**config.mk**
```make
export PLATFORM = sky130hd
export DESIGN_NAME = aipControl
export DESIGN_NICKNAME = d
export VERILOG_FILES = /design/src/verilog/aipBusPkg.sv /design/src/verilog/ipCorePkg.sv /design/src/verilog/aipControl.sv
export SDC_FILE = /design/constraint.sdc
export NUM_CORES = 1
export LEC_CHECK = 0
export BUFFER_PORTS_ARGS = -buffer_cell sky130_fd_sc_hd__buf_2
export CORE_MARGIN = 2
export CORE_UTILIZATION = 31
export CTS_BUF_LIST = sky130_fd_sc_hd__clkbuf_2 sky130_fd_sc_hd__clkbuf_4 sky130_fd_sc_hd__clkbuf_8
export DETAILED_ROUTE_END_ITERATION = 10
export PLACE_DENSITY_LB_ADDON = 0.05
export SETUP_SLACK_MARGIN = 0.4
export SYNTH_ARGS = -nofsm -noshare
export SYNTH_HDL_FRONTEND = slang
export SYNTH_SLANG_ARGS = --single-unit
```
**constraint.sdc**
```tcl
create_clock -name clk -period 2.2 [get_ports clk]
set_clock_uncertainty 0.05 [all_clocks]
set_input_delay 0.44 -clock clk [delete_from_list [all_inputs] [get_ports clk]]
set_output_delay 0.44 -clock clk [all_outputs]
set_load 0.03 [all_outputs]
```
**src/verilog/aipBusPkg.sv**
```systemverilog
`default_nettype none

package aipBusPkg;

  typedef logic [31:0] word_t;
  typedef logic [4:0] configCode_t;

  // Host config codes
  localparam configCode_t CfgMemInData  = 5'd0;
  localparam configCode_t CfgMemInPtr   = 5'd1;
  localparam configCode_t CfgMemOutData = 5'd2;
  localparam configCode_t CfgMemOutPtr  = 5'd3;
  localparam configCode_t CfgConfData   = 5'd4;
  localparam configCode_t CfgConfPtr    = 5'd5;
  localparam configCode_t CfgStatus     = 5'd30;
  localparam configCode_t CfgId         = 5'd31;

  localparam word_t IpId = 32'h0000_200F;

  // Status word bit positions
  localparam int StatIntEnBit = 8;
  localparam int StatPendBit  = 16;

  // One host bus cycle, strobes are single cycle
  typedef struct packed {
    configCode_t code;
    logic        read;
    logic        write;
    logic        start;
    word_t       data;
  } hostCmd_t;

endpackage

`default_nettype wire

```
**src/verilog/ipCorePkg.sv**
```systemverilog
`default_nettype none

package ipCorePkg;

  typedef logic [15:0] memAddr_t; // Widest memory address

  // Flags reported by the core
  typedef struct packed {
    logic busy;
    logic readMem;
    logic writeMem;
    logic trap;
  } coreStatus_t;

  // Core read port into the input memory
  typedef struct packed {
    memAddr_t addr;
  } memRd_t;

  // Core write port into the output memory
  typedef struct packed {
    logic              wrEn;
    memAddr_t          addr;
    aipBusPkg::word_t  data;
  } memWr_t;

endpackage

`default_nettype wire

```
**src/verilog/aipControl.sv**
```systemverilog
`default_nettype none

module aipControl (
  input  wire                       clk,
  input  wire                       rst,
  input  wire                       en_i,
  input  wire aipBusPkg::hostCmd_t  hostCmd_i,
  input  wire aipBusPkg::word_t     memOutRdData_i,
  input  wire aipBusPkg::word_t     statusWord_i,
  output logic                      memInWrEn_o,
  output ipCorePkg::memAddr_t       memInWrAddr_o,
  output ipCorePkg::memAddr_t       memOutRdAddr_o,
  output aipBusPkg::word_t          hostData_o
);

  logic memInDataWr;
  logic memInPtrWr;
  logic memOutDataRd;
  logic memOutPtrWr;

  ipCorePkg::memAddr_t ptrLoad;
  ipCorePkg::memAddr_t memInPtr;
  ipCorePkg::memAddr_t memOutPtr;

  // Strobe decode
  assign memInDataWr  = hostCmd_i.write && (hostCmd_i.code == aipBusPkg::CfgMemInData);
  assign memInPtrWr   = hostCmd_i.write && (hostCmd_i.code == aipBusPkg::CfgMemInPtr);
  assign memOutDataRd = hostCmd_i.read && (hostCmd_i.code == aipBusPkg::CfgMemOutData);
  assign memOutPtrWr  = hostCmd_i.write && (hostCmd_i.code == aipBusPkg::CfgMemOutPtr);

  assign ptrLoad = ipCorePkg::memAddr_t'(hostCmd_i.data); // Low bits of the data word

  // Input memory write pointer
  always_ff @(posedge clk or negedge rst) begin
    if (!rst) begin
      memInPtr <= '0;
    end else if (en_i) begin
      if (memInPtrWr) begin
        memInPtr <= ptrLoad;
      end else if (memInDataWr) begin
        memInPtr <= memInPtr + 1'b1;
      end
    end
  end

  // Output memory read pointer
  always_ff @(posedge clk or negedge rst) begin
    if (!rst) begin
      memOutPtr <= '0;
    end else if (en_i) begin
      if (memOutPtrWr) begin
        memOutPtr <= ptrLoad;
      end else if (memOutDataRd) begin
        memOutPtr <= memOutPtr + 1'b1;
      end
    end
  end

  assign memInWrEn_o    = memInDataWr; // Not gated by en_i
  assign memInWrAddr_o  = memInPtr;
  assign memOutRdAddr_o = memOutPtr;

  // Host readback select
  always_comb begin
    case (hostCmd_i.code)
      aipBusPkg::CfgMemOutData: hostData_o = memOutRdData_i;
      aipBusPkg::CfgStatus:     hostData_o = statusWord_i;
      default:                  hostData_o = aipBusPkg::IpId; // Id and unmapped codes
    endcase
  end

endmodule

`default_nettype wire

```
==> results.sh <==
export IMPL_route_vias_total=3374
export IMPL_tritoncts_clock_tree="built"
export IMPL_slew_viol_final=0
export IMPL_wire_length_of_the_first_global_routing_pass_microns=16600
export IMPL_grt_setup_unrepaired="yes"
export IMPL_dr_first_iter_drc_count=160
export IMPL_effective_utilization_at_floorplan=0.322
export IMPL_drt_total_wl_microns=10900
export IMPL_area_delta_synth_final_pct=92.5
export IMPL_criticalPathCategory="input port to output pin"
export IMPL_synth_nets=408
export IMPL_antenna_diode_count=0
export IMPL_synth_lib_cells_used_distinct=47
export IMPL_leakage_component_of_the_power_nw=2.19
export IMPL_worstSetupStartpoint="hostCmd_i[38]"
export IMPL_crit_path_top_delay_cell="or3_4"
export IMPL_grt_ovfl_total=0
export IMPL_hold_class="input port to asynchronous set/reset pin"
export IMPL_synth_top_area_share=0.319
export IMPL_total_power_mw=1.96
export IMPL_endpoint_kind="output pin"
export IMPL_swShare=0.361
export IMPL_maximum_number_of_pins_on_one_net_before_global_route_repair=33
export IMPL_crit_fanout=5
export IMPL_synth_edf_count=0
export IMPL_htree_levels=2
export IMPL_cts_sink_count=32
export IMPL_layout_drive_gt1_share=0.630
export IMPL_seq_area_frac_synth=0.319
export IMPL_worst_setup_path_endpoint="hostData_o[0]"
export IMPL_number_of_cts_inserted_buffers=5
export IMPL_synth_area_sq_um=2510
export IMPL_post_layout_nonfiller_instances=599
export IMPL_yosys_warnings=0
export IMPL_power_share_sequential=0.364
export IMPL_reg2reg_from="memOutRdAddr_o[5]"
export IMPL_cts_buffer_depth=2
export IMPL_cts_root_buf="clkbuf_8"
export IMPL_number_of_placement_rows=32
export IMPL_dp_cells=569
export IMPL_wire_per_inst_microns=18.2
export IMPL_report_final_setup_viol=0
export IMPL_cell_chain_critical_path="buf_6, or3_4, nor2_4, buf_12, buf_12, a22oi_2, nand2_2, buf_6"
export IMPL_power_share_combinational=0.331
export IMPL_nNetsFinal=605
export IMPL_clk_pin_slew_worst_paths_ns=0.07
export IMPL_vias_in_the_first_global_route=3226
export IMPL_vdd_drop_max_mv=0.359
export IMPL_tightest_slew_ns=0.773
export IMPL_cellPowerDensity_nw_per_um2=406
export IMPL_route_detailed_drc=0
export IMPL_worstRegToRegCells=4
export IMPL_die_area_sq_um=8840
export IMPL_regToRegSetupSlack_ns=0.53
export IMPL_dominantRegCellSynth="dfrtp_1"
export IMPL_clock_power_share=0.305
export IMPL_synth_avg_cell_area_sq_um=8.40
export IMPL_max_freq_mhz=473
export IMPL_ys_ff_latch=32
export IMPL_layout_worst_path_cycle_share=0.962
export IMPL_cellInternalPower_mw=1.25
export IMPL_ctsHoldBuffers=0
export IMPL_synthesis_instances=299
export IMPL_routed_vias_inst=5.63
export IMPL_max_cap_violations=0
export IMPL_critical_path_max_stage_delay_ns=0.39
export IMPL_worst_r2r_end="memOutRdAddr_o[11]"
export IMPL_clkLatencyLatePin_ns=0.30
export IMPL_dp_hpwl_microns=7670
export IMPL_synth_top_area_cell="dfrtp_1"
export IMPL_max_slew_margin_rel=0.485
export IMPL_floorplan_core_area_sq_um=7810
export IMPL_timing_critical_path_from_type="input port"
export IMPL_fp_dieH_microns=94.0
export IMPL_grt_util_all_layers=0.239
export IMPL_worst_ep_required_time_ns=1.71
export IMPL_finalWorstPathRequiredPeriod_ns=2.12
export IMPL_hold_ws_ns=0.164
export IMPL_die_width_microns=94.0
export IMPL_antenna_found_initial=0
export IMPL_postLayoutCoreUtil=0.619
export IMPL_io_pin_count=172
export IMPL_critPathArrivalTime_ns=1.63
export IMPL_final_hold_violation_count=0
export IMPL_gpl_final_weighted_congestion=0.825
export IMPL_asyncSetResetFlopFracSynth=1.00
export IMPL_p_switching_uw=709
export IMPL_post_synth_main_area_contributors="dfrtp_1 (32%), a22o_1 (10%), a2bb2oi_1 (5.6%), a22oi_1 (5.4%), o21ai_0 (4.2%)"
export IMPL_drtPass1Iterations=4
export IMPL_totalNegativeSetupSlack_ns=0
export IMPL_placement_io_buffers=154
export IMPL_status="finished, final reports clean"
export IMPL_drtAntennaViolNets=0
-- worst min path at each step --
stage                 startpoint           endpoint  slack, ns  cells past startpoint
2_1_floorplan                rst   memInWrAddr_o[0]       0.09                      0
3_3_place_gp   memInWrAddr_o[15]  memInWrAddr_o[15]       0.45                      1
3_5_place_dp   memInWrAddr_o[15]  memInWrAddr_o[15]       0.46                      1
4_1_cts                      rst   memInWrAddr_o[3]       0.19                      1
5_1_grt                      rst   memInWrAddr_o[3]       0.22                      1
6_report                     rst   memInWrAddr_o[9]       0.16                      1
-- cells by family after synthesis --
kind of cell	count (synthesis)	share of synthesized area
compound gates	129	0.390
fa+ha+maj	2	0.00996
buf+inv	34	0.0563
flops	32	0.319
mux	2	0.00896
simple gates	100	0.216
-- metrics by stage --
stage / setup slack, ns / area [sq um]
2_1_floorplan: 0.127 / 2880
3_3_place_gp: 0.0201 / 3940
3_5_place_dp: 0.00941 / 3940
4_1_cts: 0.0906 / 4480
5_1_grt: 0.0422 / 4840
6_report: 0.0838 / 4840
-- cell usage after synthesis (3+ instances only) --
library cell and n:
nand3_1 16, nand4_1 7, a221oi_1 3, a311oi_1 3, dfrtp_1 32, o211ai_2 3, a22o_1 29, clkbuf_1 16
nand2b_1 3, inv_1 12, nand2_1 20, nor2_1 21, and3_1 6, o22ai_1 15, nor4_1 3, and2_1 3
a22oi_1 18, nor3_1 4, o21ai_0 21, a2bb2oi_1 16, and4_1 5, a21oi_1 6
-- layout by cell type, fill, tap and decap left out, types with 7 or more instances in the layout --
cell type	n
a22o_4	27
a22oi_1	12
a2bb2oi_1	11
buf_2	119
buf_4	32
buf_6	50
dfrtp_1	28
inv_1	12
nand2_1	15
nand3_1	16
nand4_1	7
nor2_1	16
o21ai_0	9
o21ai_1	9
o22ai_1	9
-- critical path: cells and delay by family --
kind            cells  cell delay (ns)
compound gates      1             0.07
buf+inv             4             0.50
simple gates        3             0.62
-- cell type report --
cell class	count	area (sq um)
Multi-Input combinational cell	234	2130
Clock buffer	5	68.8
Tap cell	102	128
Clock inverter	3	42.5
Timing Repair Buffer	211	1620
Fill cell	693	2970
Inverter	12	45.0
Sequential cell	32	806
-- routing by layer --
| metal | up-vias | global-route usage | wire length (microns) |
|---|---|---|---|
| met5 | - | 0 | 0 |
| met4 | 0 | 0.0749 | 228 |
| met3 | 19 | 0.0385 | 508 |
| met2 | 118 | 0.382 | 5570 |
| met1 | 1647 | 0.331 | 4580 |
| li1 | 1590 | - | - |
-- timing repair --
item | 4_1_cts | 5_1_grt
endpoints found under the setup margin | 40 | 59
pin swaps | 10 | 41
buffers inserted | 9 | 8
resized for setup | 84 | 61
gates cloned | 4 | 1
-- state kept, by name, indices dropped and copies added (netlist names) --
register and count:
memOutRdAddr_o 16, memInWrAddr_o 16
-- power groups by stage --
stage / Sequential [mW] / Combinational [mW] / Clock [mW]
6_report: 0.714 / 0.650 / 0.600
5_1_grt: 0.728 / 0.696 / 0.625
4_1_cts: 0.711 / 0.597 / 0.596
3_5_place_dp: 0.721 / 0.555 / 0
3_3_place_gp: 0.721 / 0.553 / 0
2_1_floorplan: 0.819 / 0.212 / 0
Power figures use the tool's default switching activity.
