$ cat config.mk
export PLATFORM = sky130hd
export DESIGN_NAME = aipConfigRegs
export DESIGN_NICKNAME = d
export VERILOG_FILES = /design/src/verilog/aipBusPkg.sv /design/src/verilog/aipConfigRegs.sv
export SDC_FILE = /design/constraint.sdc
export NUM_CORES = 1
export LEC_CHECK = 0
export ABC_CLOCK_PERIOD_IN_PS = 1900
export BUFFER_PORTS_ARGS = -buffer_cell sky130_fd_sc_hd__buf_2
export CORE_MARGIN = 2
export CORE_UTILIZATION = 45
export CTS_BUF_LIST = sky130_fd_sc_hd__clkbuf_4
export DETAILED_ROUTE_END_ITERATION = 10
export PLACE_DENSITY = 0.71
export SETUP_SLACK_MARGIN = 0.5
export SLEW_MARGIN = 20
export SYNTH_ARGS = -nofsm -noshare
export SYNTH_HDL_FRONTEND = slang
export SYNTH_SLANG_ARGS = --single-unit
export TNS_END_PERCENT = 100
$ cat constraint.sdc
create_clock -name clk -period 1.9 [get_ports clk]
set_input_delay 0.19 -clock clk [delete_from_list [all_inputs] [get_ports clk]]
set_output_delay 0.19 -clock clk [all_outputs]
set_load 0.03 [all_outputs]
$ cat src/verilog/aipBusPkg.sv
`default_nettype none

package aipBusPkg;

  typedef logic [31:0] word_t;
  typedef logic [4:0] configCode_t;

  // Host config codes
  localparam configCode_t CfgMemInData  = 5'd0;
  localparam configCode_t CfgMemInPtr   = 5'd1;
  localparam configCode_t CfgMemOutData = 5'd2;
  localparam configCode_t CfgMemOutPtr  = 5'd3;
  localparam configCode_t CfgConfData   = 5'd4;
  localparam configCode_t CfgConfPtr    = 5'd5;
  localparam configCode_t CfgStatus     = 5'd30;
  localparam configCode_t CfgId         = 5'd31;

  localparam word_t IpId = 32'h0000_200F;

  // Status word bit positions
  localparam int StatIntEnBit = 8;
  localparam int StatPendBit  = 16;

  // One host bus cycle, strobes are single cycle
  typedef struct packed {
    configCode_t code;
    logic        read;
    logic        write;
    logic        start;
    word_t       data;
  } hostCmd_t;

endpackage

`default_nettype wire

$ cat src/verilog/aipConfigRegs.sv
`default_nettype none

module aipConfigRegs #(
  parameter int ConfRegCount = 4
) (
  input  wire                                   clk,
  input  wire                                   rst,
  input  wire                                   en_i,
  input  wire aipBusPkg::hostCmd_t              hostCmd_i,
  output aipBusPkg::word_t [ConfRegCount-1:0]   confRegs_o
);

  localparam int PtrWidth = (ConfRegCount > 1) ? $clog2(ConfRegCount) : 1;

  typedef logic [PtrWidth-1:0] confPtr_t;

  localparam confPtr_t LastReg = confPtr_t'(ConfRegCount - 1);

  logic     dataWr;
  logic     ptrWr;
  confPtr_t wrPtr;

  assign dataWr = hostCmd_i.write && (hostCmd_i.code == aipBusPkg::CfgConfData);
  assign ptrWr  = hostCmd_i.write && (hostCmd_i.code == aipBusPkg::CfgConfPtr);

  always_ff @(posedge clk or negedge rst) begin
    if (!rst) begin
      wrPtr      <= '0;
      confRegs_o <= '0;
    end else begin
      if (dataWr) begin
        confRegs_o[wrPtr] <= hostCmd_i.data;
      end
      if (en_i) begin
        if (ptrWr) begin
          wrPtr <= confPtr_t'(hostCmd_i.data % ConfRegCount);
        end else if (dataWr) begin
          wrPtr <= (wrPtr == LastReg) ? '0 : wrPtr + 1'b1; // Wrap after last register
        end
      end
    end
  end

endmodule

`default_nettype wire

==> reports/results.ini, run 1 <==
[synth]
syn_nets=336
synth.distinct_cells=15
netlist_area_sq_um=5280
ys_seq_area_share_pct=61.6
ys_warn_count=0
synth-seq-cells=130
post_synth.cell_area_avg_sq_um=18.3
synthCells=289

[sta]
setup_violations=0
fin_skew_ns=0.0205
drv_slew=0
max_freq_ghz=0.621
max_slew.worst_pin.slew_ns=0.435
fin_crit_ns=1.61
setup_tns_ns=0
fin_crit_sh_pct=84.7
hold_ws_ns=0.0631
rsz0062_at_grt=true
setup_slack_ns=0.291
hold_violations=0
relSlewSlack_pct=71.0

[setup_path]
cp_max_fo=17
endpoint_kind=register
worst_path_max_delay_cell=dfrtp_1
worst_ep_required_time_ns=2.32
crit_type=reg2reg
arrival_ns=2.03
path_delay_family=flip-flops
cp.buffers_inverters=2
worst_setup_path_start_kind=register
cp_slowest_stage_delay_ns=0.44
path_cells=buf_4 -> ha_1 -> nand4b_4 -> buf_12 -> mux2_2

[power]
power.share.combinational_pct=25.3
p_total_mw=6.67
p_sw_mw=2.10
peakVddDrop_v=0.000752
switching_share_pct=31.5
p_per_area_nw_per_um2=927
internal_power_mw=4.57
p_leak_nw=4.28
power.share.clock_pct=26.0
seq_power_share_pct=48.7

[clock_network]
clock_sinks=130
clockBufferDepth=2
h-tree-depth=4
cts_inserted_buffers=17
root_buffer=clkbuf_4
cts_tree=done
path_clk_slew_ns=0.11
clk_latency_ns=0.55

[layout]
syn_to_final_growth_pct=36.2
nFillCells=877
finalNetCount=566
post-route-util_pct=63.0
drive_above_1_share_pct=64.9
final_cells=673
diodes=0
design_area_sq_um=7190

[placement]
dp.cells=597
place_area_sq_um=6300
routabilityCongestion=0.729
io_buffers=168
dp_slack_ns=0.215
place_hpwl_mm=7.65

[die]
ios=171
core_area_sq_um=11400
die_x_microns=112
start_util_pct=46.2
num_rows=39
dieArea_sq_um=12600
die_h_microns=112

[routing]
route.detailed.drc=0
drtIter0Drc=140
routed_wl_mm=12.1
vias=3328
dr.pass1.iters=4
wl_per_cell_microns=18.0
final_antenna_net_count=0
drt-vias-per-instance=4.95

[global_routing]
grt_pass1_wl_mm=18.4
antenna_found_initial=0
grt_max_degree=67
grt_pass1_vias=3519
grt_usage_pct=19.0
overflow=0

[run]
maxCapViolCount=0

[hold_path]
min_path_type=in2reg

[run_status]
status=complete, no violations

cell families (layout without fill, tap and decap cells):
group	after synthesis	in the layout	share of synthesized area (%)
AO/OA/AOI/OAI	1	1	0.0947
flip-flops	130	130	61.6
buffers and inverters	15	256	2.84
multiplexers	131	131	32.1
adder cells (fa/ha/maj)	4	4	0.948
AND/OR/NAND/NOR	8	8	2.37
cells in the final DEF, fill, tap and decap left out, types with 3 or more instances in the layout:
cell type and instances:
mux2_4 67, clkbuf_16 6, dlygate4sd3_1 35, mux2i_1 3, buf_2 165, buf_4 6
nand4b_4 4, clkinv_1 5, dfrtp_1 130, clkbuf_4 23, mux2_1 7, buf_12 10
mux2_2 54
power by group through the flow:
stage	Combinational, mW	Sequential [mW]	Clock, mW
floorplan	0.448	3.87	0
global placement	1.54	3.28	0
detailed placement	1.57	3.29	0
CTS	1.63	3.25	1.79
global route	1.78	3.28	1.92
finish	1.68	3.25	1.73
tightest hold or removal path, delay by kind of cell:
family        cells  cell delay, ns
mux               1            0.09
simple gates      2            0.20
buf+inv           1            0.10
per-layer routing:
layer  global-route usage, %  share of wire [%]  vias to the layer above
met1                    24.0                 43                     1682
met3                    6.97                7.1                       18
met4                    7.24                1.6                        0
li1                        -                  -                     1499
met5                       0                  0                        -
met2                    30.2                 49                      129
registers in the layout, indices dropped and copies added, names as in the netlist:
| register | cells |
|---|---|
| wrPtr | 2 |
| confRegs_o | 128 |
final timing paths:
path	startpoint	to	slack [ns]	depth (start not counted)
setup / recovery	wrPtr[0]$_DFFE_PN0P_	confRegs_o[48]$_DFFE_PN0P_	0.29	5
hold / removal	hostCmd_i[39]	wrPtr[0]$_DFFE_PN0P_	0.06	4
setup reg to reg	wrPtr[0]$_DFFE_PN0P_	confRegs_o[48]$_DFFE_PN0P_	0.29	5
hold reg to reg	confRegs_o[56]$_DFFE_PN0P_	confRegs_o[56]$_DFFE_PN0P_	0.50	1
max in group asynchronous	rst	confRegs_o[92]$_DFFE_PN0P_	1.15	3
min in group asynchronous	rst	confRegs_o[73]$_DFFE_PN0P_	0.10	2
timing repair:
action                                  4_1_cts  5_1_grt
hold buffers                                 35        0
gates cloned                                  0        6
setup buffers                                 0        5
pin swaps                                     0        1
resized for setup                            14       13
endpoints found under the setup margin      128      130
hold endpoints to repair                    260        0
cell usage after synthesis, drive strengths merged:
cell    instances  share of area (%)
dfrtp         130                 62
mux2          128                 32
buf            13                2.7
ha              4               0.95
nand4b          4                1.8
mux2i           3               0.57
inv             2               0.14
a21oi           1              0.095
and3b           1               0.17
nand3           1              0.095
nor2            1               0.21
nor3            1              0.095
cell type report:
| cell class | instances | area [sq um] | area share (%) |
|---|---|---|---|
| well taps | 143 | 179 | 2.49 |
| repair buffers | 224 | 1590 | 22.1 |
| inverters | 2 | 7.51 | 0.104 |
| multi-input cells | 144 | 1920 | 26.7 |
| flip-flops and latches | 130 | 3250 | 45.2 |
| clock buffers | 21 | 158 | 2.19 |
| clock inverters | 9 | 91.3 | 1.27 |
Note: power is estimated with default switching activity, not from simulation.
==> run 2, diff against run 1 <==
- ABC_CLOCK_PERIOD_IN_PS: 1900 -> 1600
- clock period: 1.9 -> 1.6 ns (I/O delays scaled with it)
==> run 2 against run 1 <==
Critical endpoint is now confRegs_o[98]$_DFFE_PN0P_. Die area unchanged. Global-route usage grew 3.3 points. Critical path depth shrank 1. Clock skew decreased by 0.0056 ns. Clock-buffer cell count is 2 lower. Core utilization grew 11 points. Cell count up 11%.
==> reports/results.ini, run 2 (same netlist as run 1, synthesis figures left out) <==
[layout]
reg_top3=confRegs_o (128), wrPtr (2)
finalNetCount=635  ; +12%
top_register=confRegs_o
post-route-util_pct=74.4  ; +11 points
final_common_cell=dfrtp_1
syn_to_final_growth_pct=60.9
drive_above_1_share_pct=68.6  ; +3.6 points
final_cell_mix=dfrtp_1 (130), buf_6 (128), buf_4 (77), mux2_4 (60), mux2_2 (54)
diodes=0  ; unchanged
largest_reg_flops=128  ; unchanged

[die]
num_rows=39  ; unchanged
die_x_microns=112  ; unchanged
start_util_pct=46.2  ; unchanged
dieArea_sq_um=12600  ; unchanged
core_area_sq_um=11400  ; unchanged
die_h_microns=112  ; unchanged
ios=171  ; unchanged

[setup_path]
crit_type=reg2reg
rr_worst_depth=4  ; -1
cp_max_fo=6  ; -11
arrival_ns=1.98  ; -0.05 ns
endpoint_kind=register
r2r_slack_ns=0.05  ; -0.24 ns
worst_ep_required_time_ns=2.03  ; -0.29 ns
worst_setup_path_start_kind=register

[power]
p_per_area_nw_per_um2=1080  ; +17%
peakVddDrop_v=0.000876  ; +16%
p_leak_nw=4.73  ; +10%

[sta]
setup_violations=0  ; unchanged
setup_tns_ns=0  ; unchanged
setup_slack_ns=0.0489  ; -0.242 ns
max_freq_ghz=0.645  ; +3.8%
max_slew.worst_pin.slew_ns=0.319  ; -0.116 ns
rsz0062_at_grt=true
fin_crit_sh_pct=96.9  ; +12 points
fin_skew_ns=0.0149  ; -0.00563 ns
fin_crit_ns=1.55  ; -0.0582 ns
drv_slew=0  ; unchanged
relSlewSlack_pct=78.7  ; +7.7 points
hold_violations=0  ; unchanged

[global_routing]
grt_pass1_vias=3966  ; +13%
overflow=0  ; unchanged
antenna_found_initial=0  ; unchanged
grt_pass1_wl_mm=21.5  ; +17%
grt_usage_pct=22.4  ; +3.3 points
grt_max_degree=59  ; -12%

[routing]
final_antenna_net_count=0  ; unchanged
routed_wl_mm=14.3  ; +18%
wl_per_cell_microns=19.2  ; +6.5%
drt-vias-per-instance=4.84  ; -2.2%
vias=3598  ; +8.1%
drtIter0Drc=118  ; -16%
dr.pass1.iters=4  ; unchanged
route.detailed.drc=0  ; unchanged

[clock_network]
h-tree-depth=4  ; unchanged
clockBufferDepth=2  ; unchanged
path_clk_slew_ns=0.11  ; about the same
root_buffer=clkbuf_4
cts_inserted_buffers=17  ; unchanged
clk_latency_ns=0.54  ; about the same
cts_tree=done
clock_sinks=130  ; unchanged

[run]
maxCapViolCount=0  ; unchanged

[placement]
io_buffers=168  ; unchanged
routabilityCongestion=0.750  ; +2.8%
place_hpwl_mm=7.68  ; +0.36%
dp_slack_ns=0.112  ; -0.103 ns

[hold_path]
min_path_type=in2async

[run_status]
status=complete, no violations

## run 2: routing by layer
metal	up-vias	GRT usage [%]	routed length, microns
met2	125	39.2	7490
met3	18	6.97	868
li1	1623	-	-
met4	0	7.24	196
met5	-	0	0
met1	1832	26.3	5700
## run 2: cell type report
class | instances | area [sq um]
Clock inverter | 13 | 166
Sequential cell | 130 | 3250
Timing Repair Buffer | 293 | 2850
Fill cell | 679 | 2920
Clock buffer | 19 | 143
Tap cell | 143 | 179
Multi-Input combinational cell | 144 | 1900
Inverter | 2 | 7.51
## run 2: repair_timing
item                       CTS  global route
setup endpoints to repair  258           258
resized for setup          258             2
gates cloned                 1             1
hold buffers                36             0
setup buffers               42            34
pin swaps                    0             1
hold endpoints to repair   260             0
## run 2: power breakdown
group	switching, mW	total (mW)	internal [mW]	leakage (nW)
Sequential	0.301	3.95	3.65	1.76
Clock	1.19	2.44	1.25	0.165
Combinational	1.29	2.80	1.50	2.81
Total	2.79	9.18	6.40	4.73
## run 2: path summary, 6_finish.rpt
check | start | endpoint
setup / recovery | wrPtr[0]$_DFFE_PN0P_ | confRegs_o[98]$_DFFE_PN0P_
hold / removal | rst | confRegs_o[98]$_DFFE_PN0P_
setup reg to reg | wrPtr[0]$_DFFE_PN0P_ | confRegs_o[98]$_DFFE_PN0P_
hold reg to reg | confRegs_o[56]$_DFFE_PN0P_ | confRegs_o[56]$_DFFE_PN0P_
max in group asynchronous | rst | confRegs_o[107]$_DFFE_PN0P_
min in group clk | hostCmd_i[39] | wrPtr[0]$_DFFE_PN0P_
## run 2: worst max-delay path, cell delays in order (launching register included)
cell and delay, ns:
dfrtp_1 0.44, ha_2 0.24, nand4b_4 0.20, clkbuf_16 0.25, mux2_4 0.30
## run 2: per-stage QoR
step / hold WS (ns) / cells / instance area [sq um] / total power, mW
finish: 0.0615 / 744 / 8490 / 9.18
global route: 0.0343 / 744 / 8490 / 9.55
CTS: 0.00947 / 709 / 8210 / 9.00
detailed placement: 0.0681 / 598 / 6390 / 5.78
global placement: 0.0607 / 598 / 6390 / 5.73
floorplan: -0.136 / 289 / 5300 / 5.14
