===== src/verilog/aipBusPkg.sv =====
`default_nettype none

package aipBusPkg;

  typedef logic [31:0] word_t;
  typedef logic [4:0] configCode_t;

  // Host config codes
  localparam configCode_t CfgMemInData  = 5'd0;
  localparam configCode_t CfgMemInPtr   = 5'd1;
  localparam configCode_t CfgMemOutData = 5'd2;
  localparam configCode_t CfgMemOutPtr  = 5'd3;
  localparam configCode_t CfgConfData   = 5'd4;
  localparam configCode_t CfgConfPtr    = 5'd5;
  localparam configCode_t CfgStatus     = 5'd30;
  localparam configCode_t CfgId         = 5'd31;

  localparam word_t IpId = 32'h0000_200F;

  // Status word bit positions
  localparam int StatIntEnBit = 8;
  localparam int StatPendBit  = 16;

  // One host bus cycle, strobes are single cycle
  typedef struct packed {
    configCode_t code;
    logic        read;
    logic        write;
    logic        start;
    word_t       data;
  } hostCmd_t;

endpackage

`default_nettype wire


===== src/verilog/ipCorePkg.sv =====
`default_nettype none

package ipCorePkg;

  typedef logic [15:0] memAddr_t; // Widest memory address

  // Flags reported by the core
  typedef struct packed {
    logic busy;
    logic readMem;
    logic writeMem;
    logic trap;
  } coreStatus_t;

  // Core read port into the input memory
  typedef struct packed {
    memAddr_t addr;
  } memRd_t;

  // Core write port into the output memory
  typedef struct packed {
    logic              wrEn;
    memAddr_t          addr;
    aipBusPkg::word_t  data;
  } memWr_t;

endpackage

`default_nettype wire


===== src/verilog/aipStatusReg.sv =====
`default_nettype none

module aipStatusReg (
  input  wire                         clk,
  input  wire                         rst,
  input  wire aipBusPkg::hostCmd_t    hostCmd_i,
  input  wire ipCorePkg::coreStatus_t coreStatus_i,
  input  wire                         coreDone_i,
  output aipBusPkg::word_t            statusWord_o,
  output logic                        irq_o
);

  logic statusWr;
  logic intEn;
  logic pending;

  assign statusWr = hostCmd_i.write && (hostCmd_i.code == aipBusPkg::CfgStatus);

  always_ff @(posedge clk or negedge rst) begin
    if (!rst) begin
      intEn   <= 1'b0;
      pending <= 1'b0;
    end else begin
      if (statusWr) begin
        intEn <= hostCmd_i.data[aipBusPkg::StatIntEnBit];
      end
      // Done wins over a clear in the same cycle
      if (coreDone_i) begin
        pending <= 1'b1;
      end else if (statusWr && hostCmd_i.data[aipBusPkg::StatPendBit]) begin
        pending <= 1'b0;
      end
    end
  end

  always_comb begin
    statusWord_o      = '0;
    statusWord_o[3:0] = {coreStatus_i.trap, coreStatus_i.writeMem,
                         coreStatus_i.readMem, coreStatus_i.busy};
    statusWord_o[aipBusPkg::StatIntEnBit] = intEn;
    statusWord_o[aipBusPkg::StatPendBit]  = pending;
  end

  assign irq_o = pending & intEn;

endmodule

`default_nettype wire


===== config.mk =====
export PLATFORM = sky130hd
export DESIGN_NAME = aipStatusReg
export DESIGN_NICKNAME = d
export VERILOG_FILES = /design/src/verilog/aipBusPkg.sv /design/src/verilog/ipCorePkg.sv /design/src/verilog/aipStatusReg.sv
export SDC_FILE = /design/constraint.sdc
export NUM_CORES = 1
export LEC_CHECK = 0
export ABC_AREA = 1
export BUFFER_PORTS_ARGS = -buffer_cell sky130_fd_sc_hd__buf_2
export CORE_MARGIN = 3
export CORE_UTILIZATION = 24
export CTS_CLUSTER_SIZE = 40
export DETAILED_ROUTE_END_ITERATION = 7
export PLACE_DENSITY = 0.87
export SETUP_SLACK_MARGIN = 0.02
export SYNTH_ARGS = -nofsm -noshare
export SYNTH_HDL_FRONTEND = slang
export SYNTH_SLANG_ARGS = --single-unit

===== constraint.sdc =====
create_clock -name clk -period 2 [get_ports clk]
set_clock_uncertainty 0.2 [all_clocks]
set_input_delay 0 -clock clk [delete_from_list [all_inputs] [get_ports clk]]
set_output_delay 0 -clock clk [all_outputs]
set_load 0.005 [all_outputs]

==> results.ini, run 1 <==
[status]
outcome = completed

[cells_and_area]
drive_gt1_frac = 0.243
area_delta_synth_final_pct = 16.7
final_core_util = 0.310
n_antenna_cell = 0
nNetsFinal = 119

[worst_setup_path]
cp_common_cell = dlygate4sd3_1
startpoint_type = primary input
critical_path.max_stage_delay_ns = 0.55
slowest_stage = dlygate4sd3_1
cp.arrival_ns = 1.32
worstPathMaxFanout = 1
criticalPathCategory = primary input to flip-flop
end_kind = flip-flop
cp.required_ns = 1.90
critical-path-top-delay-family = buffers and inverters
cp.buffers_inverters = 3
cp_num_cells = 5
r2r.worst_path.cells = 3
crit_chain = dlygate4sd3_1, buf_2, nand3_1, nand2_1, dlygate4sd3_1

[die]
dieArea_um2 = 2000
die_x_um = 44.7
start_util = 0.266
core-area_um2 = 1350
die_h_um = 44.7
io_pins = 80
std_cell_rows = 13

[yosys]
synthesis.area_um2 = 359
synth.avg_cell_area_um2 = 7.04
synth_cell_type_count = 7
ys_ff_latch = 2
yosysWarnings = 0
syn_inst = 51
yosysSeqAreaShare = 0.139
synth_top_area_share = 0.669
synth_area_leaders = buf_4, dfrtp_1, nand2_1
synth_top_area_cell = buf_4

[drt]
dr.pass1.iters = 1
ant_nets = 0
drt_wl_total_um = 643
wl_per_cell_um = 7.56
drc_errors = 0
dr_total_vias = 271
drt_iter0_drc = 0
avgViaCountPerCell = 3.19

[sta]
fin_setup_tns_ns = 0
setup_violations = 0
finalHoldViolations = 0
min_period_ns = 1.42
rsz0062_at_grt = false
post-route-period-util = 0.710
slew_viol_final = 0
timing.hold.ws_ns = 0.343
clock.fmax_mhz = 704

[global_route]
antenna_found_initial = 0
gr-usage-all-layers = 0.0677
grt_max_degree = 4
overflow = 0
grt_pass1_wl_um = 828
grt_pass1_vias = 222

[placed_design]
portBuffers = 13
dp_hpwl_um = 465
routabilityCongestion = 0.563

[clock_network]
cts_buffers = 3
cts_tree = yes
clk_pin_slew_worst_paths_ns = 0.03
root_buffer = clkbuf_4
clk_path_buf_depth = 2
clkSinkCount = 2
h-tree-depth = 1
postCtsSetupRepairBufs = 0
clk_latency_ns = 0.22

[pwr]
pwr-share-seq = 0.246
p_per_area_nw_per_um2 = 461
clkPwrFrac = 0.449
intPower_uw = 142
total_power_uw = 193
swShare = 0.267
switching_power_uw = 51.7
peakVddDrop_uv = 87.7
p_leak_uw = 0.000265
power.share.combinational = 0.305

[hold_path]
hold_path.class = primary input to output pin
holdPathStages = 1

[job]
maxCapViolations = 0

## through the flow
stage	worst slack [ns]	std cells	cell area [um2]
finish	0.579	85	419
global route	0.469	85	419
CTS	0.0522	86	429
detailed placement	1.18	72	297
global placement	1.21	72	297
floorplan	1.22	76	453
## cell usage after synthesis, drive strengths merged
cell type	instances
inv	4
conb	1
nand3	2
dfrtp	2
buf	32
nor2	1
nand2	9
## power groups by stage
stage | sequential [uW] | clock (uW) | combinational [uW]
after floorplan | 47.4 | 0 | 69.8
after global placement | 47.4 | 0 | 38.6
after detailed placement | 47.9 | 0 | 39.4
after CTS | 47.5 | 91.7 | 58.3
after global routing | 48.3 | 102 | 66.9
final | 47.5 | 86.8 | 58.9
## layout by cell type, fill, tap and decap left out, drive strengths merged
master       instances
nor2                 1
dlygate4sd3         10
conb                26
nand3                2
clkbuf               3
nand2                9
inv                  4
dfrtp                2
buf                 13
## final cells by class
cell class                      count  area, um2
Inverter                            4       15.0
Fill cell                         155        931
Multi-Input combinational cell     38        148
Tap cell                           15       18.8
Sequential cell                     2       50.0
Clock buffer                        3       22.5
Timing Repair Buffer               23        165
## repair_timing
| item | 4_1_cts | 5_1_grt |
|---|---|---|
| hold endpoints to repair | 8 | 0 |
| endpoints found under the setup margin | 0 | 1 |
| resized for setup | 0 | 0 |
| hold buffers | 11 | 0 |
## path summary, 6_finish.rpt
| check | from | end | slack [ns] |
|---|---|---|---|
| worst min register to register | intEn | intEn | 0.83 |
| max in group asynchronous | rst | pending | 1.03 |
| min in group asynchronous | rst | intEn | 0.45 |
| worst min-delay path | coreStatus_i[2] | statusWord_o[1] | 0.34 |
| worst max-delay path | hostCmd_i[8] | intEn | 0.58 |
| worst max register to register | pending | pending | 0.63 |
## cells by family after synthesis
| kind of cell | after synthesis | synth area share |
|---|---|---|
| buf+inv | 36 | 0.711 |
| simple gates | 12 | 0.139 |
| flops | 2 | 0.139 |
| other cells | 1 | 0.0104 |
## sequential cells by signal, summed over array words and instances (netlist names)
signal,count
intEn,1
pending,1
## per-layer routing
metal,vias up,track usage,wire length [um]
li1,130,-,-
met5,-,0,0
met4,0,0.0723,0
met2,29,0.126,345
met1,112,0.0337,157
met3,0,0.0488,140
(Power assumes the default switching activity.)
==> run 2, diff against run 1 <==
Settings changed: CORE_UTILIZATION 24 to 22, PLACE_DENSITY 0.87 to 0.81.
Clock period 2 ns to 1.5 ns, I/O delays scaled along.
==> run 2 against run 1 <==
Hold slack got worse by 0.044 ns. Clock power rose by 32%. Core utilization barely moved. Sequential cell count did not move. First-iteration DRC count rose by 1. Non-clock buffer count rose by 2. Critical path depth did not move. Total power rose by 32%. Sequential power rose by 34%. Cell count rose by 2.4%. Register-to-register slack got worse by 0.48 ns. Critical path type unchanged. Largest power group unchanged.
==> results.ini, run 2 (synthesized netlist as in run 1, its figures left out) <==
[status]
outcome = completed

[cells_and_area]
area_delta_synth_final_pct = 22.3
fin_area_um2 = 439
drive_gt1_frac = 0.236
reg_top3 = intEn: 1 flops, pending: 1 flops
layout_commonest_cell = conb_1
nNetsFinal = 121
final_cell_mix = conb_1, buf_2, dlygate4sd3_1, nand2_1, inv_1
n_antenna_cell = 0

[drt]
drt_wl_total_um = 720
drc_errors = 0
wl_per_cell_um = 8.28
drt_iter0_drc = 1
dr_total_vias = 282
avgViaCountPerCell = 3.24
ant_nets = 0
dr.pass1.iters = 2

[global_route]
met2_usage = 0.143
gr-usage-all-layers = 0.0662
overflow = 0
grt_pass1_wl_um = 862
met3_usage = 0.0469
grt.busiest_layer = met2
grt_pass1_vias = 248
antenna_found_initial = 0
use_met1 = 0.0183
grt_max_degree = 4

[worst_setup_path]
cp.arrival_ns = 1.31
cp.required_ns = 1.41
end_kind = flip-flop
worstPathMaxFanout = 1
criticalPathCategory = primary input to flip-flop
rrSetupSlack_ns = 0.15
startpoint_type = primary input

[placed_design]
dp_hpwl_um = 494
portBuffers = 13
routabilityCongestion = 0.560
placed_area_um2 = 297

[die]
core-area_um2 = 1420
die_x_um = 46.4
die_h_um = 46.4
start_util = 0.254
io_pins = 80
std_cell_rows = 13
dieArea_um2 = 2150

[clock_network]
clkSinkCount = 2
postCtsSetupRepairBufs = 0
clk_path_buf_depth = 2
cts_buffers = 3
cts_tree = yes
ctsHoldBuffers = 12
clk_pin_slew_worst_paths_ns = 0.03
root_buffer = clkbuf_4
post_cts_resized = 0
clk_latency_ns = 0.22
h-tree-depth = 1

[hold_path]
hold_path.class = flip-flop to flip-flop

[job]
maxCapViolations = 0

[sta]
setup_violations = 0
rsz0062_at_grt = false
fin_setup_tns_ns = 0
clock.fmax_mhz = 710
slew_viol_final = 0
finalHoldViolations = 0
post-route-period-util = 0.939
min_period_ns = 1.41

[pwr]
total_power_uw = 255
peakVddDrop_uv = 87.1
p_leak_uw = 0.000273
p_per_area_nw_per_um2 = 580

[run 2: changes by cell type in the layout (fill, tap and decap cells not counted)]
cell	delta
dlygate4sd3_1	+2
[run 2: critical path, stage by stage]
cell,delay [ns]
dlygate4sd3_1,0.53
buf_2,0.12
nand3_1,0.07
dlygate4sd3_1,0.55
nand2_1,0.05
[run 2: layer usage]
layer	wire, um	vias up
met5	0	-
met4	0	0
met3	149	0
met2	418	32
met1	152	116
li1	-	134
[run 2: cell type report]
class                           instances  area [um2]
Fill cell                             159         976
Tap cell                               15        18.8
Sequential cell                         2        50.0
Timing Repair Buffer                   25         185
Multi-Input combinational cell         38         148
Inverter                                4        15.0
Clock buffer                            3        22.5
[run 2: power breakdown]
part,switching [uW],leakage (uW),internal [uW]
clock,26.9,0.0000138,87.9
sequential,4.00,0.0000218,59.6
combinational,38.8,0.000237,37.6
total,69.7,0.000273,185
[run 2: worst paths after layout]
check	startpoint	to	depth (start not counted)
max in group asynchronous	rst	intEn	3
worst max register to register	pending	pending	3
worst min-delay path	intEn	intEn	2
min in group asynchronous	rst	pending	3
worst min register to register	intEn	intEn	2
worst max-delay path	hostCmd_i[8]	intEn	5
[run 2: metrics by stage]
stage / std cells / util / worst slack (ns) / hold WS, ns
CTS: 87 / 0.310 / 0.107 / 0.300
global route: 87 / 0.310 / 0.0391 / 0.353
detailed placement: 72 / 0.210 / 0.635 / -0.410
finish: 87 / 0.310 / 0.0919 / 0.299
global placement: 72 / 0.210 / 0.699 / -0.416
floorplan: 76 / - / 0.722 / -0.496
==> run 3, diff against run 2 <==
Settings changed: CTS_BUF_LIST set to sky130_fd_sc_hd__clkbuf_8 sky130_fd_sc_hd__clkbuf_16.
==> run 3 against run 2 <==
Via count unchanged. First-iteration DRC count is 100% lower. Cell area up 4.3%. Largest cell class unchanged.
==> results.ini, run 3 (synthesized netlist as in run 1, its figures left out) <==
[worst_setup_path]
r2r.worst_path.cells = 3
critical-path-top-delay-family = buffers and inverters
crit_chain = dlygate4sd3_1, buf_2, nand3_1, dlygate4sd3_1, nand2_1
regToRegStartpoint = pending
cp.required_ns = 1.39
cp_common_cell = dlygate4sd3_1
startpoint_type = primary input
cp_num_cells = 5
end_kind = flip-flop
criticalPathCategory = primary input to flip-flop
endpoint = intEn
r2r-end = pending
cp.arrival_ns = 1.31
cp.buffers_inverters = 3
crit_start = hostCmd_i[8]
critical_path.max_stage_delay_ns = 0.55
worstPathMaxFanout = 1
rrSetupSlack_ns = 0.14
slowest_stage = dlygate4sd3_1

[sta]
setup_ws_ns = 0.0790
rsz0062_at_grt = false
fin_setup_tns_ns = 0
clock.fmax_mhz = 704
post-route-period-util = 0.947
finalHoldViolations = 0
slew_viol_final = 0
min_period_ns = 1.42
setup_violations = 0

[pwr]
peakVddDrop_uv = 143
p_per_area_nw_per_um2 = 759
p_leak_uw = 0.000280

[clock_network]
clk_pin_slew_worst_paths_ns = 0.03
post_cts_resized = 0
clk_path_buf_depth = 2
cts_tree = yes
ctsHoldBuffers = 12
root_buffer = clkbuf_8
clkSinkCount = 2
cts_buffers = 3
h-tree-depth = 1
clk_latency_ns = 0.21
postCtsSetupRepairBufs = 0

[cells_and_area]
area_delta_synth_final_pct = 27.5
drive_gt1_frac = 0.236
final_cell_mix = conb_1, buf_2, dlygate4sd3_1, nand2_1, inv_1
n_antenna_cell = 0
reg_top3 = intEn: 1 flops, pending: 1 flops
nNetsFinal = 121
fillers = 156
fin_area_um2 = 458
final_core_util = 0.324
layout_commonest_cell = conb_1

[die]
core-area_um2 = 1420
dieArea_um2 = 2150
io_pins = 80
die_x_um = 46.4
die_h_um = 46.4
std_cell_rows = 13
start_util = 0.254

[global_route]
overflow = 0
gr-usage-all-layers = 0.0694
antenna_found_initial = 0
grt_pass1_vias = 243
grt_max_degree = 4
grt_pass1_wl_um = 890

[drt]
ant_nets = 0
avgViaCountPerCell = 3.24
drt_iter0_drc = 0
drt_wl_total_um = 730
dr.pass1.iters = 1
dr_total_vias = 282
drc_errors = 0
wl_per_cell_um = 8.39

[job]
maxCapViolations = 0

[placed_design]
portBuffers = 13
routabilityCongestion = 0.560
dp_hpwl_um = 494
pre_cts_ws_ns = 0.635
placed_area_um2 = 297

[status]
outcome = completed

[hold_path]
hold_path.class = flip-flop to flip-flop

-- run 3: report_power, final --
group	switching (uW)	internal (uW)	leakage (uW)
Clock	38.0	169	0.0000216
Combinational	38.8	37.6	0.000237
Sequential	4.00	59.7	0.0000218
Total	80.8	267	0.000280
-- run 3: metrics by stage --
| step | power, uW | hold slack [ns] | cells |
|---|---|---|---|
| 2_1_floorplan | 156 | -0.496 | 76 |
| 3_3_place_gp | 115 | -0.416 | 72 |
| 3_5_place_dp | 117 | -0.410 | 72 |
| 4_1_cts | 353 | 0.299 | 87 |
| 5_1_grt | 373 | 0.352 | 87 |
| 6_report | 347 | 0.299 | 87 |
-- run 3: how the worst min path moves through the flow --
stage / end / startpoint / depth (start not counted)
floorplan: intEn / rst / 0
global placement: intEn / rst / 1
detailed placement: intEn / rst / 1
CTS: intEn / intEn / 2
global route: intEn / intEn / 2
finish: intEn / intEn / 2
-- run 3: layer usage --
layer,track usage,vias up,part of all wire
met5,0,-,0
met4,0.0682,0,0
met3,0.0586,0,0.21
met2,0.143,32,0.57
met1,0.0206,116,0.22
li1,-,134,-
-- run 3: cell type report --
cell class,count,area [um2],area share
sequential,2,50.0,0.109
multi-input combinational,38,148,0.322
tap,15,18.8,0.0410
timing repair buffer,25,185,0.404
clock buffer,3,41.3,0.0902
inverter,4,15.0,0.0328
-- run 3: worst min-delay path: stages, from the launching register on --
cell,delay (ns)
dfrtp_1,0.36
nand2_1,0.06
nand2_1,0.05
